`src/design/rename_params.svh`:
```
// sizing for the rename and retire slice
// ROB_DEPTH must stay a power of two, pointers wrap by overflow
// NUM_PREG - NUM_AREG sets the free list depth, also a power of two

`ifndef RENAME_PARAMS_SVH
`define RENAME_PARAMS_SVH

// ============================================================
// register file sizes
// ============================================================
`define NUM_AREG	32			// architectural registers
`define NUM_PREG	40			// physical registers, 8 spare after reset
`define ZERO_REG	5'd31		// never renamed, always ready

// ============================================================
// index widths
// ============================================================
`define AREG_W		5
`define PREG_W		6
`define ROB_DEPTH	16
`define ROB_IDX_W	4

`endif

```
`src/design/rename_pkg.sv`:
```
// shared index types and encodings for the rename slice
// widths come from the params header

`include "rename_params.svh"

package rename_pkg;

	// register and slot indices
	typedef logic [`AREG_W-1:0]		areg_t;
	typedef logic [`PREG_W-1:0]		preg_t;
	typedef logic [`ROB_IDX_W-1:0]	rob_idx_t;

	// ============================================================
	// decoded instruction kind
	// ============================================================
	typedef enum logic [1:0] {
		KIND_NORMAL		= 2'd0,
		KIND_HALT		= 2'd1,		// stops dispatch once retired
		KIND_ILLEGAL	= 2'd2		// same, reported as illegal
	} inst_kind_t;

	// ============================================================
	// core status, 4 bits like the full core's status port
	// ============================================================
	typedef enum logic [3:0] {
		NO_ERROR			= 4'h0,
		HALTED_ON_HALT		= 4'h1,
		HALTED_ON_ILLEGAL	= 4'h2
	} error_status_t;

endpackage

```
`src/design/dispatch_ctrl.sv`:
```
// dispatch gating and halt status
// status holds the first halt or illegal retirement until reset
// stall is combinational on the current dest register

`timescale 1ns/1ps
`include "rename_params.svh"

module dispatch_ctrl (
	input	logic						clk,
	input	logic						rst_n_i,
	input	logic						dispatch_i,
	input	rename_pkg::areg_t			dest_areg_i,
	input	logic						rob_full_i,
	input	logic						free_empty_i,
	input	logic						retire_en_i,
	input	rename_pkg::inst_kind_t		retire_kind_i,
	output	logic						stall_o,
	output	logic						accept_o,
	output	logic						alloc_o,
	output	rename_pkg::error_status_t	error_status_o
);

	rename_pkg::error_status_t	status_q;
	logic						halted;
	logic						has_dest;
	logic						fl_stall;

	assign halted	= (status_q != rename_pkg::NO_ERROR);
	assign has_dest	= (dest_areg_i != `ZERO_REG);	// zero reg takes no preg
	assign fl_stall	= free_empty_i & has_dest;		// only matters with a dest

	assign stall_o	= rob_full_i | fl_stall | halted;
	assign accept_o	= dispatch_i & ~stall_o;
	assign alloc_o	= accept_o & has_dest;			// pops the free list

	// latch first halt/illegal at its retire edge
	always_ff @(posedge clk or negedge rst_n_i) begin
		if (!rst_n_i) begin
			status_q <= rename_pkg::NO_ERROR;
		end else if (retire_en_i && !halted) begin
			case (retire_kind_i)
				rename_pkg::KIND_HALT:		status_q <= rename_pkg::HALTED_ON_HALT;
				rename_pkg::KIND_ILLEGAL:	status_q <= rename_pkg::HALTED_ON_ILLEGAL;
				default:					status_q <= status_q;
			endcase
		end
	end

	assign error_status_o = status_q;

endmodule

```
`src/design/free_list.sv`:
```
// circular FIFO of free physical registers
// holds pregs NUM_AREG..NUM_PREG-1 ascending after reset
// caller must not pop when empty, push can never overflow

`timescale 1ns/1ps
`include "rename_params.svh"

module free_list (
	input	logic					clk,
	input	logic					rst_n_i,
	input	logic					alloc_i,			// pop head
	input	logic					release_i,			// push tail
	input	rename_pkg::preg_t		release_preg_i,
	output	rename_pkg::preg_t		free_preg_o,
	output	logic					free_empty_o
);

	localparam int FL_DEPTH	= `NUM_PREG - `NUM_AREG;
	localparam int FL_PTR_W	= $clog2(FL_DEPTH);

	rename_pkg::preg_t		fifo_q [FL_DEPTH];
	logic [FL_PTR_W-1:0]	head_q;
	logic [FL_PTR_W-1:0]	tail_q;
	logic [FL_PTR_W:0]		count_q;		// 0..FL_DEPTH

	assign free_preg_o	= fifo_q[head_q];
	assign free_empty_o	= (count_q == '0);

	// ============================================================
	// storage, reset fills it with the spare pregs
	// ============================================================
	always_ff @(posedge clk or negedge rst_n_i) begin
		if (!rst_n_i) begin
			for (int i = 0; i < FL_DEPTH; i++) begin
				fifo_q[i] <= rename_pkg::preg_t'(`NUM_AREG + i);
			end
		end else if (release_i) begin
			fifo_q[tail_q] <= release_preg_i;	// head read happens before the edge
		end
	end

	// ============================================================
	// pointers and count
	// ============================================================
	always_ff @(posedge clk or negedge rst_n_i) begin
		if (!rst_n_i) begin
			head_q	<= '0;
			tail_q	<= '0;		// full, tail meets head
			count_q	<= (FL_PTR_W+1)'(FL_DEPTH);
		end else begin
			if (alloc_i) begin
				head_q <= (head_q == FL_PTR_W'(FL_DEPTH - 1)) ? '0 : head_q + 1'b1;
			end
			if (release_i) begin
				tail_q <= (tail_q == FL_PTR_W'(FL_DEPTH - 1)) ? '0 : tail_q + 1'b1;
			end
			// pop and push together leave count alone
			case ({alloc_i, release_i})
				2'b10:		count_q <= count_q - 1'b1;
				2'b01:		count_q <= count_q + 1'b1;
				default:	count_q <= count_q;
			endcase
		end
	end

endmodule

```
`src/design/map_table.sv`:
```
// architectural to physical map with one ready bit per preg
// reads show state before the edge, no bypass from the broadcast
// reset maps areg i to preg i, pregs 0..NUM_AREG-1 ready

`timescale 1ns/1ps
`include "rename_params.svh"

module map_table (
	input	logic					clk,
	input	logic					rst_n_i,
	input	logic					accept_i,
	input	logic					alloc_i,
	input	rename_pkg::areg_t		dest_areg_i,
	input	rename_pkg::areg_t		opa_areg_i,
	input	rename_pkg::areg_t		opb_areg_i,
	input	rename_pkg::preg_t		new_preg_i,		// free list head
	input	logic					cdb_vld_i,
	input	rename_pkg::preg_t		cdb_preg_i,
	output	rename_pkg::preg_t		opa_preg_o,
	output	rename_pkg::preg_t		opb_preg_o,
	output	rename_pkg::preg_t		old_preg_o,		// to rob, freed on retire
	output	logic					opa_rdy_o,
	output	logic					opb_rdy_o
);

	rename_pkg::preg_t		map_q [`NUM_AREG];
	logic [`NUM_PREG-1:0]	rdy_q;
	logic					remap;

	assign remap = accept_i & alloc_i;	// accepted with a real dest

	// ============================================================
	// lookups
	// ============================================================
	assign opa_preg_o = map_q[opa_areg_i];	// old mapping even if src == dest
	assign opb_preg_o = map_q[opb_areg_i];
	assign old_preg_o = map_q[dest_areg_i];

	// zero reg always reads ready
	assign opa_rdy_o = rdy_q[opa_preg_o] | (opa_areg_i == `ZERO_REG);
	assign opb_rdy_o = rdy_q[opb_preg_o] | (opb_areg_i == `ZERO_REG);

	// ============================================================
	// map update
	// ============================================================
	always_ff @(posedge clk or negedge rst_n_i) begin
		if (!rst_n_i) begin
			for (int i = 0; i < `NUM_AREG; i++) begin
				map_q[i] <= rename_pkg::preg_t'(i);	// identity map
			end
		end else if (remap) begin
			map_q[dest_areg_i] <= new_preg_i;
		end
	end

	// ready bits
	always_ff @(posedge clk or negedge rst_n_i) begin
		if (!rst_n_i) begin
			for (int i = 0; i < `NUM_PREG; i++) begin
				rdy_q[i] <= (i < `NUM_AREG);
			end
		end else begin
			if (cdb_vld_i) begin
				rdy_q[cdb_preg_i] <= 1'b1;		// result broadcast
			end
			// new preg is free, never the one being broadcast
			if (remap) begin
				rdy_q[new_preg_i] <= 1'b0;
			end
		end
	end

endmodule

```
`src/design/rename_core.sv`:
```
// rename and retire slice of an out-of-order core
// takes decoded instructions, completion arrives as a ROB index strobe
// dispatch outputs reflect state before the edge, no back-pressure beyond stall_o

`timescale 1ns/1ps

module rename_core (
	input	logic						clk,
	input	logic						rst_n_i,
	// dispatch
	input	logic						dispatch_i,
	input	rename_pkg::areg_t			dest_areg_i,
	input	rename_pkg::areg_t			opa_areg_i,
	input	rename_pkg::areg_t			opb_areg_i,
	input	rename_pkg::inst_kind_t		kind_i,
	// completion
	input	logic						complete_i,
	input	rename_pkg::rob_idx_t		complete_idx_i,

	output	logic						stall_o,
	output	rename_pkg::rob_idx_t		rob_idx_o,
	output	rename_pkg::preg_t			dest_preg_o,		// free list head
	output	rename_pkg::preg_t			opa_preg_o,
	output	rename_pkg::preg_t			opb_preg_o,
	output	logic						opa_rdy_o,
	output	logic						opb_rdy_o,
	output	logic						retire_vld_o,
	output	rename_pkg::areg_t			retire_areg_o,
	output	rename_pkg::preg_t			retire_preg_o,
	output	rename_pkg::error_status_t	error_status_o
);

	logic						accept;
	logic						alloc;
	logic						free_empty;
	logic						rob_full;
	rename_pkg::preg_t			old_preg;		// map -> rob
	logic						release_en;
	rename_pkg::preg_t			release_preg;	// rob -> free list
	rename_pkg::inst_kind_t		retire_kind;
	logic						cdb_vld;
	rename_pkg::preg_t			cdb_preg;

	// ============================================================
	// dispatch gating
	// ============================================================
	dispatch_ctrl dispatch_ctrl0 (
		.clk			(clk),
		.rst_n_i		(rst_n_i),
		.dispatch_i		(dispatch_i),
		.dest_areg_i	(dest_areg_i),
		.rob_full_i		(rob_full),
		.free_empty_i	(free_empty),
		.retire_en_i	(retire_vld_o),
		.retire_kind_i	(retire_kind),
		.stall_o		(stall_o),
		.accept_o		(accept),
		.alloc_o		(alloc),
		.error_status_o	(error_status_o)
	);

	// ============================================================
	// rename state
	// ============================================================
	map_table map_table0 (
		.clk			(clk),
		.rst_n_i		(rst_n_i),
		.accept_i		(accept),
		.alloc_i		(alloc),
		.dest_areg_i	(dest_areg_i),
		.opa_areg_i		(opa_areg_i),
		.opb_areg_i		(opb_areg_i),
		.new_preg_i		(dest_preg_o),
		.cdb_vld_i		(cdb_vld),
		.cdb_preg_i		(cdb_preg),
		.opa_preg_o		(opa_preg_o),
		.opb_preg_o		(opb_preg_o),
		.old_preg_o		(old_preg),
		.opa_rdy_o		(opa_rdy_o),
		.opb_rdy_o		(opb_rdy_o)
	);

	free_list free_list0 (
		.clk			(clk),
		.rst_n_i		(rst_n_i),
		.alloc_i		(alloc),
		.release_i		(release_en),
		.release_preg_i	(release_preg),
		.free_preg_o	(dest_preg_o),
		.free_empty_o	(free_empty)
	);

	// ============================================================
	// reorder buffer
	// ============================================================
	rob rob0 (
		.clk			(clk),
		.rst_n_i		(rst_n_i),
		.accept_i		(accept),
		.alloc_i		(alloc),
		.dest_areg_i	(dest_areg_i),
		.new_preg_i		(dest_preg_o),
		.old_preg_i		(old_preg),
		.kind_i			(kind_i),
		.complete_i		(complete_i),
		.complete_idx_i	(complete_idx_i),
		.tail_idx_o		(rob_idx_o),
		.rob_full_o		(rob_full),
		.retire_vld_o	(retire_vld_o),
		.retire_areg_o	(retire_areg_o),
		.retire_preg_o	(retire_preg_o),
		.release_o		(release_en),
		.release_preg_o	(release_preg),
		.retire_kind_o	(retire_kind),
		.cdb_vld_o		(cdb_vld),
		.cdb_preg_o		(cdb_preg)
	);

endmodule

```
`src/design/rob.sv`:
```
// in-order reorder buffer, one dispatch and one retire per cycle
// completion index must name an entry in flight
// ROB_DEPTH power of two, pointers carry an extra wrap bit

`timescale 1ns/1ps
`include "rename_params.svh"

module rob (
	input	logic						clk,
	input	logic						rst_n_i,
	// dispatch side
	input	logic						accept_i,
	input	logic						alloc_i,
	input	rename_pkg::areg_t			dest_areg_i,
	input	rename_pkg::preg_t			new_preg_i,
	input	rename_pkg::preg_t			old_preg_i,
	input	rename_pkg::inst_kind_t		kind_i,
	// completion strobe
	input	logic						complete_i,
	input	rename_pkg::rob_idx_t		complete_idx_i,

	output	rename_pkg::rob_idx_t		tail_idx_o,
	output	logic						rob_full_o,
	// retirement
	output	logic						retire_vld_o,
	output	rename_pkg::areg_t			retire_areg_o,
	output	rename_pkg::preg_t			retire_preg_o,
	output	logic						release_o,
	output	rename_pkg::preg_t			release_preg_o,
	output	rename_pkg::inst_kind_t		retire_kind_o,
	// result broadcast to the ready bits
	output	logic						cdb_vld_o,
	output	rename_pkg::preg_t			cdb_preg_o
);

	logic [`ROB_IDX_W:0]		head_q;
	logic [`ROB_IDX_W:0]		tail_q;
	rename_pkg::rob_idx_t		head_idx;
	rename_pkg::rob_idx_t		tail_idx;
	logic						empty;

	// per-entry state
	logic [`ROB_DEPTH-1:0]		done_q;
	logic [`ROB_DEPTH-1:0]		alloc_q;		// entry owns a new preg
	rename_pkg::areg_t			dest_q [`ROB_DEPTH];
	rename_pkg::preg_t			new_q [`ROB_DEPTH];
	rename_pkg::preg_t			old_q [`ROB_DEPTH];
	rename_pkg::inst_kind_t		kind_q [`ROB_DEPTH];

	assign head_idx	= head_q[`ROB_IDX_W-1:0];
	assign tail_idx	= tail_q[`ROB_IDX_W-1:0];

	// same slot, wrap bits tell full from empty
	assign empty		= (head_q == tail_q);
	assign rob_full_o	= (head_idx == tail_idx) && (head_q[`ROB_IDX_W] != tail_q[`ROB_IDX_W]);
	assign tail_idx_o	= tail_idx;

	// ============================================================
	// retirement, head leaves at the end of this cycle
	// ============================================================
	assign retire_vld_o		= ~empty & done_q[head_idx];
	assign retire_areg_o	= dest_q[head_idx];
	assign retire_preg_o	= new_q[head_idx];
	assign release_o		= retire_vld_o & alloc_q[head_idx];	// old preg back to free list
	assign release_preg_o	= old_q[head_idx];
	assign retire_kind_o	= kind_q[head_idx];

	// broadcast only when there is a dest
	assign cdb_vld_o	= complete_i & alloc_q[complete_idx_i];
	assign cdb_preg_o	= new_q[complete_idx_i];

	// ============================================================
	// pointers and done bits
	// ============================================================
	always_ff @(posedge clk or negedge rst_n_i) begin
		if (!rst_n_i) begin
			head_q	<= '0;
			tail_q	<= '0;
			done_q	<= '0;
		end else begin
			if (accept_i) begin
				tail_q				<= tail_q + 1'b1;
				done_q[tail_idx]	<= 1'b0;	// fresh entry
			end
			if (complete_i) begin
				done_q[complete_idx_i] <= 1'b1;
			end
			if (retire_vld_o) begin
				head_q <= head_q + 1'b1;
			end
		end
	end

	// entry payload, written at the tail
	always_ff @(posedge clk) begin
		if (accept_i) begin
			alloc_q[tail_idx]	<= alloc_i;
			dest_q[tail_idx]	<= dest_areg_i;
			new_q[tail_idx]		<= new_preg_i;
			old_q[tail_idx]		<= old_preg_i;
			kind_q[tail_idx]	<= kind_i;
		end
	end

endmodule

```
`config.mk`:
```
export PLATFORM = sky130hd
export DESIGN_NAME = rename_core
export DESIGN_NICKNAME = d
export VERILOG_FILES = /design/src/design/rename_pkg.sv /design/src/design/dispatch_ctrl.sv /design/src/design/free_list.sv /design/src/design/map_table.sv /design/src/design/rename_core.sv /design/src/design/rob.sv
export VERILOG_INCLUDE_DIRS = /design/src /design/src/design
export SDC_FILE = /design/constraint.sdc
export NUM_CORES = 1
export LEC_CHECK = 0
export BUFFER_PORTS_ARGS = -buffer_cell sky130_fd_sc_hd__buf_2
export CORE_MARGIN = 1.5
export CORE_UTILIZATION = 50
export DETAILED_ROUTE_END_ITERATION = 10
export GPL_TIMING_DRIVEN = 0
export PLACE_DENSITY = 0.66
export SYNTH_ARGS = -nofsm -noshare
export SYNTH_HDL_FRONTEND = slang
export SYNTH_HIERARCHICAL = 1
export SYNTH_SLANG_ARGS = --single-unit
```
`constraint.sdc`:
```
create_clock -name clk -period 4.1 [get_ports clk]
set_input_delay 0.82 -clock clk [delete_from_list [all_inputs] [get_ports clk]]
set_output_delay 0.82 -clock clk [all_outputs]
set_load 0.05 [all_outputs]
```
Yosys cells after proc, flatten, opt, wreduce, memory -nomap -nowiden
Memories as Yosys holds them, arrays and structs flattened.
Index checks and enable logic that the tools add are counted.
{"block": "totals", "reg_bits": 336, "ram_bits": 304, "inputBits": 25, "out_inout_bits": 41, "wordCells": 174, "memories": 4}
{"block": "op_classes", "add_sub_neg": 6, "n_lt_le_gt_ge": 18, "n_eq_ne": 12, "n_mux": 47, "bitwise": 24, "reduce_logical": 14}
{"name": "rob0.new_q", "depth": 16, "width": 6, "read_ports": 2, "rd_clocked_by_memory_dff": 0, "write_ports": 1, "line": "rob.sv:46", "text": "rename_pkg::preg_t new_q [`ROB_DEPTH];"}
{"name": "rob0.old_q", "depth": 16, "width": 6, "read_ports": 1, "rd_clocked_by_memory_dff": 0, "write_ports": 1, "line": "rob.sv:47", "text": "rename_pkg::preg_t old_q [`ROB_DEPTH];"}
{"name": "rob0.dest_q", "depth": 16, "width": 5, "read_ports": 1, "rd_clocked_by_memory_dff": 0, "write_ports": 1, "line": "rob.sv:45", "text": "rename_pkg::areg_t dest_q [`ROB_DEPTH];"}
{"name": "rob0.kind_q", "depth": 16, "width": 2, "read_ports": 1, "rd_clocked_by_memory_dff": 0, "write_ports": 1, "line": "rob.sv:48", "text": "rename_pkg::inst_kind_t kind_q [`ROB_DEPTH];"}
{"cell": "192-bit bitwise mux", "count": 1}
{"cell": "6-bit binary-select mux with 5-bit select", "count": 3}
{"cell": "40-bit two-way mux", "count": 2}
{"cell": "6-bit two-way mux", "count": 10}
{"cell": "48-bit bitwise mux", "count": 1}
{"cell": "40-bit AND", "count": 1}
{"cell": "40-bit inverter", "count": 1}
{"cell": "40-bit bitwise OR", "count": 1}
{"cell": "16-bit two-way mux", "count": 2}
{"cell": "6-bit demux with 5-bit select", "count": 1}
{"cell": "6-bit by 7-bit < comparator with 1-bit output, second input constant", "count": 4}
{"cell": "6-bit binary-select mux with 3-bit select", "count": 1}
{"cell": "6-bit demux with 3-bit select", "count": 1}
{"cell": "6-bit >= comparator, second input constant", "count": 3}
{"cell": "5-bit inverter with 6-bit output", "count": 3}
{"cell": "16-bit AND", "count": 1}
{"cell": "16-bit bitwise mux", "count": 1}
{"cell": "16-bit inverter", "count": 1}
{"cell": "16-bit bitwise OR", "count": 1}
{"cell": "4-bit case mux with 2 select lines", "count": 2}
{"cell": "4-bit by 5-bit < comparator with 1-bit output, second input constant", "count": 3}
{"cell": "1-bit binary-select mux with 4-bit select", "count": 3}
{"cell": "1-bit binary-select mux with 6-bit select", "count": 2}
{"cell": "1-bit demux with 6-bit select", "count": 2}
{"cell": "other kinds (30)", "count": 70}

Logic depth before layout (Yosys ltp)
{"block": "depth", "ltp_word": 11, "depth_mapped": 14, "mapped_depth_nobuf": 13}

By module
The synthesis kept the hierarchy.
{"mod": "map_table", "instances": 1, "cells_per_inst": 1108, "area_per_inst_um2": 14634.0, "seq_area_each_um2": 5945.7}
{"mod": "rob", "instances": 1, "cells_per_inst": 707, "area_per_inst_um2": 14486.4, "seq_area_each_um2": 10259.8}
{"mod": "free_list", "instances": 1, "cells_per_inst": 182, "area_per_inst_um2": 2882.8, "seq_area_each_um2": 1477.7}
{"mod": "dispatch_ctrl", "instances": 1, "cells_per_inst": 19, "area_per_inst_um2": 167.7, "seq_area_each_um2": 50.0}

Worst setup path before layout
OpenSTA, ideal clock, no wires.
{"block": "synth_path", "kind": "input port to output port", "start": "input opa_areg_i[0]", "end": "output opa_rdy_o", "arrival_ps": 4368, "required_time_ps": 3280, "setup_slack_ps": -1088, "stages": 11, "path_buffers": 4, "path_cell_list": "buf_4 > buf_4 > buf_6 > buf_4 > mux2i_1 > a22oi_1 > o221ai_1 > o21ai_1 > nand2b_1 > o22ai_1 > o311ai_1"}
{"block": "synth_via", "elab_chain_len": 7, "word_cells_on_any_way": 8, "cone_classes": "eq/ne (1); mux (5); bitwise (2)"}
{"item": "from (decl)", "line": "rename_core.sv:13", "text": "input rename_pkg::areg_t opa_areg_i,"}
{"item": "5-bit inverter with 6-bit output (not written as such)", "line": "map_table.sv:35", "text": "assign opa_preg_o = map_q[opa_areg_i];"}
{"item": "6-bit binary-select mux with 5-bit select", "line": "map_table.sv:35"}
{"item": "6-bit two-way mux (not written as such) (2 in series)", "line": "map_table.sv:35"}
{"item": "named net opa_preg_o[4]", "line": "rename_core.sv:23", "text": "output rename_pkg::preg_t opa_preg_o,"}
{"item": "1-bit binary-select mux with 6-bit select", "line": "map_table.sv:40", "text": "assign opa_rdy_o = rdy_q[opa_preg_o] | (opa_areg_i == `ZERO_REG);"}
{"item": "1-bit two-way mux (not written as such)", "line": "map_table.sv:40"}
{"item": "1-bit bitwise OR", "line": "map_table.sv:40"}
{"item": "to (decl)", "line": "rename_core.sv:25", "text": "output logic opa_rdy_o,"}
The timed path passes the listed nets, and every way through them passes these cells. The select of a mux whose other input is x is not followed.

Final worst setup path
{"block": "layout_path", "start": "input opb_areg_i[1]", "end": "output opb_rdy_o"}
{"block": "layout_via", "elab_chain_len": 7, "word_cells_on_any_way": 8, "cone_classes": "eq/ne (1); mux (5); bitwise (2)"}
{"item": "from (decl)", "line": "rename_core.sv:14", "text": "input rename_pkg::areg_t opb_areg_i,"}
{"item": "5-bit inverter with 6-bit output (not written as such)", "line": "map_table.sv:36", "text": "assign opb_preg_o = map_q[opb_areg_i];"}
{"item": "6-bit binary-select mux with 5-bit select", "line": "map_table.sv:36"}
{"item": "6-bit two-way mux (not written as such) (2 in series)", "line": "map_table.sv:36"}
{"item": "1-bit binary-select mux with 6-bit select", "line": "map_table.sv:41", "text": "assign opb_rdy_o = rdy_q[opb_preg_o] | (opb_areg_i == `ZERO_REG);"}
{"item": "1-bit two-way mux (not written as such)", "line": "map_table.sv:41"}
{"item": "1-bit bitwise OR *", "line": "map_table.sv:41"}
{"item": "to (decl)", "line": "rename_core.sv:26", "text": "output logic opb_rdy_o,"}
Mark *: on every way between the ends. The rest lies on a longest branch, timed or not. The select of a mux whose other input is x is not followed.

==> impl_metrics.yaml <==
setup_path:
  cp-start-kind: "primary input"
  cp.arrival_ns: 3.73
  crit_type: "in2out"
  timing.rr.start: "rob0/tail_q[3]"
  worstPathRequired_ns: 3.28
  startpoint: "opb_areg_i[1]"
  crit_fanout: 5
  crit_path_end_kind: "output pin"
power_and_ir_drop:
  p_total_mw: 23.46
  power.leakage_nw: 14.18
  pwr_density_cell_nw_per_um2: 623.9
  vdd_drop_max_mv: 0.3607
synthesis:
  yosys-top-cells-area: "edfxtp_1, mux4_2, dfrtp_1, dfstp_2, mux2_2"
  syn_area_um2: 32170
  netlist_instances: 2016
  ys_ff_latch: 638
  ys_seq_area_share_pct: 55.12
  synth_top_area_share_pct: 29.87
  async_flop_share_pct: 49.84
  synth-main-ff-cell: "edfxtp_1"
  synth-edff-count: 320
  yosysTopAreaCell: "edfxtp_1"
  synth_cell_type_count: 70
  synth-warning-count: 6
  synth.avg_cell_area_um2: 15.96
detailed_routing:
  final_antenna_net_count: 0
  drtIter0Drc: 2210
  drc_errors: 0
  routed_wl_mm: 98.67
  first_pass_iters: 5
  via_count: 20860
  wl_per_cell_um: 31.65
  vias_per_cell: 6.694
placement:
  dpl.hpwl_mm: 66.27
  gp_congestion: 0.9880
  io_buffers: 61
  place_inst: 2933
  place_area_um2: 33910
floorplanning:
  dieArea_um2: 65870
  row_count: 92
  start_util_pct: 50.81
  die_width_um: 256.7
  coreArea_um2: 63310
  die_h_um: 256.7
  io_pins: 66
timing:
  max_slew_margin_pct: 10.69
  tightestPinTransition_ns: 1.338
  finalWorstSetupSlack_ns: -0.4548
  fin_crit_sh_pct: 111.1
  clock_skew_ns: 0.02981
  finalSetupTns_ns: -0.7981
  fmaxAchievable_ghz: 0.2196
  final_hold_viol_count: 0
  rsz0062_at_grt: "yes"
  slew_viol_final: 0
  period_needed_ns: 4.555
  final-setup-viol-count: 3
clock_network:
  cts-htree-levels: 3
  numCtsBuffers: 72
  clock_latency_ns: 0.63
  cts.sinks: 638
  cts_buffer_depth: 3
  clk_pin_slew_worst_paths_ns: 0.06
  cts_tree: "built"
  cts_hold_buf: 0
  cts-root-buf: "clkbuf_16"
grt:
  grt_max_degree: 119
  antenna_found_initial: 2
  grt_pass1_wl_mm: 144.2
  track_usage_pct: 30.23
  grt_overflow: 0
  grt_pass1_vias: 20900
final_layout:
  utilization_pct: 59.40
  nFillCells: 4779
  finalNonFillerCells: 3117
  layout-drive-gt1-share_pct: 47.49
  final_area_um2: 37600
  area_growth_pct: 16.89
  nNetsFinal: 2250
outcome:
  status: "complete, but fails checks"
  violations: "setup timing"
run:
  cap_violations: 0
hold_path:
  hold_path.class: "in2async"
[layer usage]
metal  vias up  GRT usage, %  routed length, µm
met5         -             0                 13
met4         2         10.62               3470
met3       212         6.702               9649
met2      1171         46.25              45830
met1     11030         42.88              39700
li1       8453             -                  -
[path summary, 6_finish.rpt]
path	to	slack, ns	depth (start not counted)
min in group clk	free_list0/fifo_q[3]	0.50	1
setup / recovery	opb_rdy_o	-0.45	11
hold reg to reg	free_list0/fifo_q[3]	0.50	1
hold / removal	rob0/tail_q[4]	0.22	1
setup reg to reg	map_table0/map_q[63]	0.27	14
max in group asynchronous	map_table0/map_q[170]	2.27	3
[repair_timing]
item / 4_1_cts / 5_1_grt
gates resized for setup: 192 / 35
buffers inserted: 43 / 5
endpoints found under the hold margin: 0 / 0
setup endpoints to repair: 604 / 416
gates cloned: 5 / 1
pin swaps: 27 / 5
[cell usage after synthesis (all sizes together), types with 2 or more instances]
library cell / n
edfxtp: 320
mux2: 276
mux4: 262
dfrtp: 185
dfstp: 133
mux2i: 115
a21oi: 105
clkbuf: 73
buf: 72
nor2: 63
inv: 55
nand2: 40
nor2b: 33
o22ai: 26
a211oi: 23
nand3: 20
nor3: 18
nand2b: 15
o21ai: 15
ha: 14
a221oi: 12
and2: 12
a22oi: 11
nor3b: 10
and3: 8
nand3b: 8
o221ai: 8
xnor2: 8
o2111ai: 7
o211ai: 7
xor2: 6
a31oi: 5
nand4: 5
o32ai: 5
a211o: 4
and3b: 4
nor4: 4
a21o: 3
a221o: 3
nand4b: 3
or3: 3
o211a: 2
o311ai: 2
or4: 2
[per-stage QoR]
stage                     hold slack [ns]  setup WS (ns)
after floorplan                    0.4658       -0.06853
after global placement             0.4798         -3.788
after detailed placement           0.4890         -1.543
after CTS                          0.2225        -0.4417
after global routing               0.2595        -0.5272
final                              0.2166        -0.4548
[flip-flops by register name, summed over array words and instances, names as in the netlist]
register                       flops
dispatch_ctrl0/error_status_o      2
rob0/new_q                        96
rob0/dest_q                       80
map_table0/rdy_q                  40
free_list0/count_q                 4
rob0/head_q                        5
map_table0/map_q                 192
free_list0/fifo_q                 48
rob0/old_q                        96
rob0/kind_q                       32
free_list0/tail_q                  3
rob0/tail_q                        5
free_list0/head_q                  3
rob0/done_q                       16
rob0/alloc_q                      16
[worst max-delay path, stage by stage]
cell and delay (ns):
buf_12 0.09, buf_12 0.12, mux4_2 0.51, mux2_4 0.32, a221oi_4 0.48, bufinv_8 0.30
mux2i_2 0.18, mux4_2 0.52, nand3_2 0.12, o311ai_4 0.10, buf_6 0.17
[final cells by class]
type	count	area (µm²)	area share, %
multi-input combinational	1181	14150	37.62
timing repair inverter	1	5.005	0.01331
tap	846	1059	2.815
clock inverter	41	424.2	1.128
antenna	1	2.502	0.006655
clock buffer	93	1972	5.244
timing repair buffer	122	1051	2.795
inverter	55	224.0	0.5956
sequential	638	17730	47.16
buffer	139	985.9	2.622
[cell usage in the layout (no fill, tap or decap), drive strengths merged, types with 65 or more instances in the layout]
| cell type | n |
|---|---|
| mux2 | 276 |
| mux4 | 262 |
| mux2i | 115 |
| edfxtp | 320 |
| a21oi | 105 |
| nor2 | 65 |
| buf | 181 |
| clkbuf | 170 |
| dfrtp | 185 |
| dfstp | 133 |
[kinds of logic after synthesis]
| family | Yosys count | share of synthesized area (%) |
|---|---|---|
| muxes | 653 | 31.86 |
| and+or+nand+nor | 251 | 4.212 |
| AOI/OAI and AO/OA | 244 | 4.904 |
| buffers and inverters | 200 | 2.901 |
| DFF | 638 | 55.12 |
| other | 1 | 0.01166 |
| adders and majority gates | 15 | 0.6067 |
| xor gates and xnor gates | 14 | 0.3812 |
[power breakdown]
part | leakage, nW | total [mW] | switching (mW) | internal, mW
combinational | 6.41 | 8.79 | 5.96 | 2.83
sequential | 6.59 | 8.10 | 0.360 | 7.74
clock | 1.18 | 6.57 | 2.70 | 3.87
(Power assumes the default switching activity.)
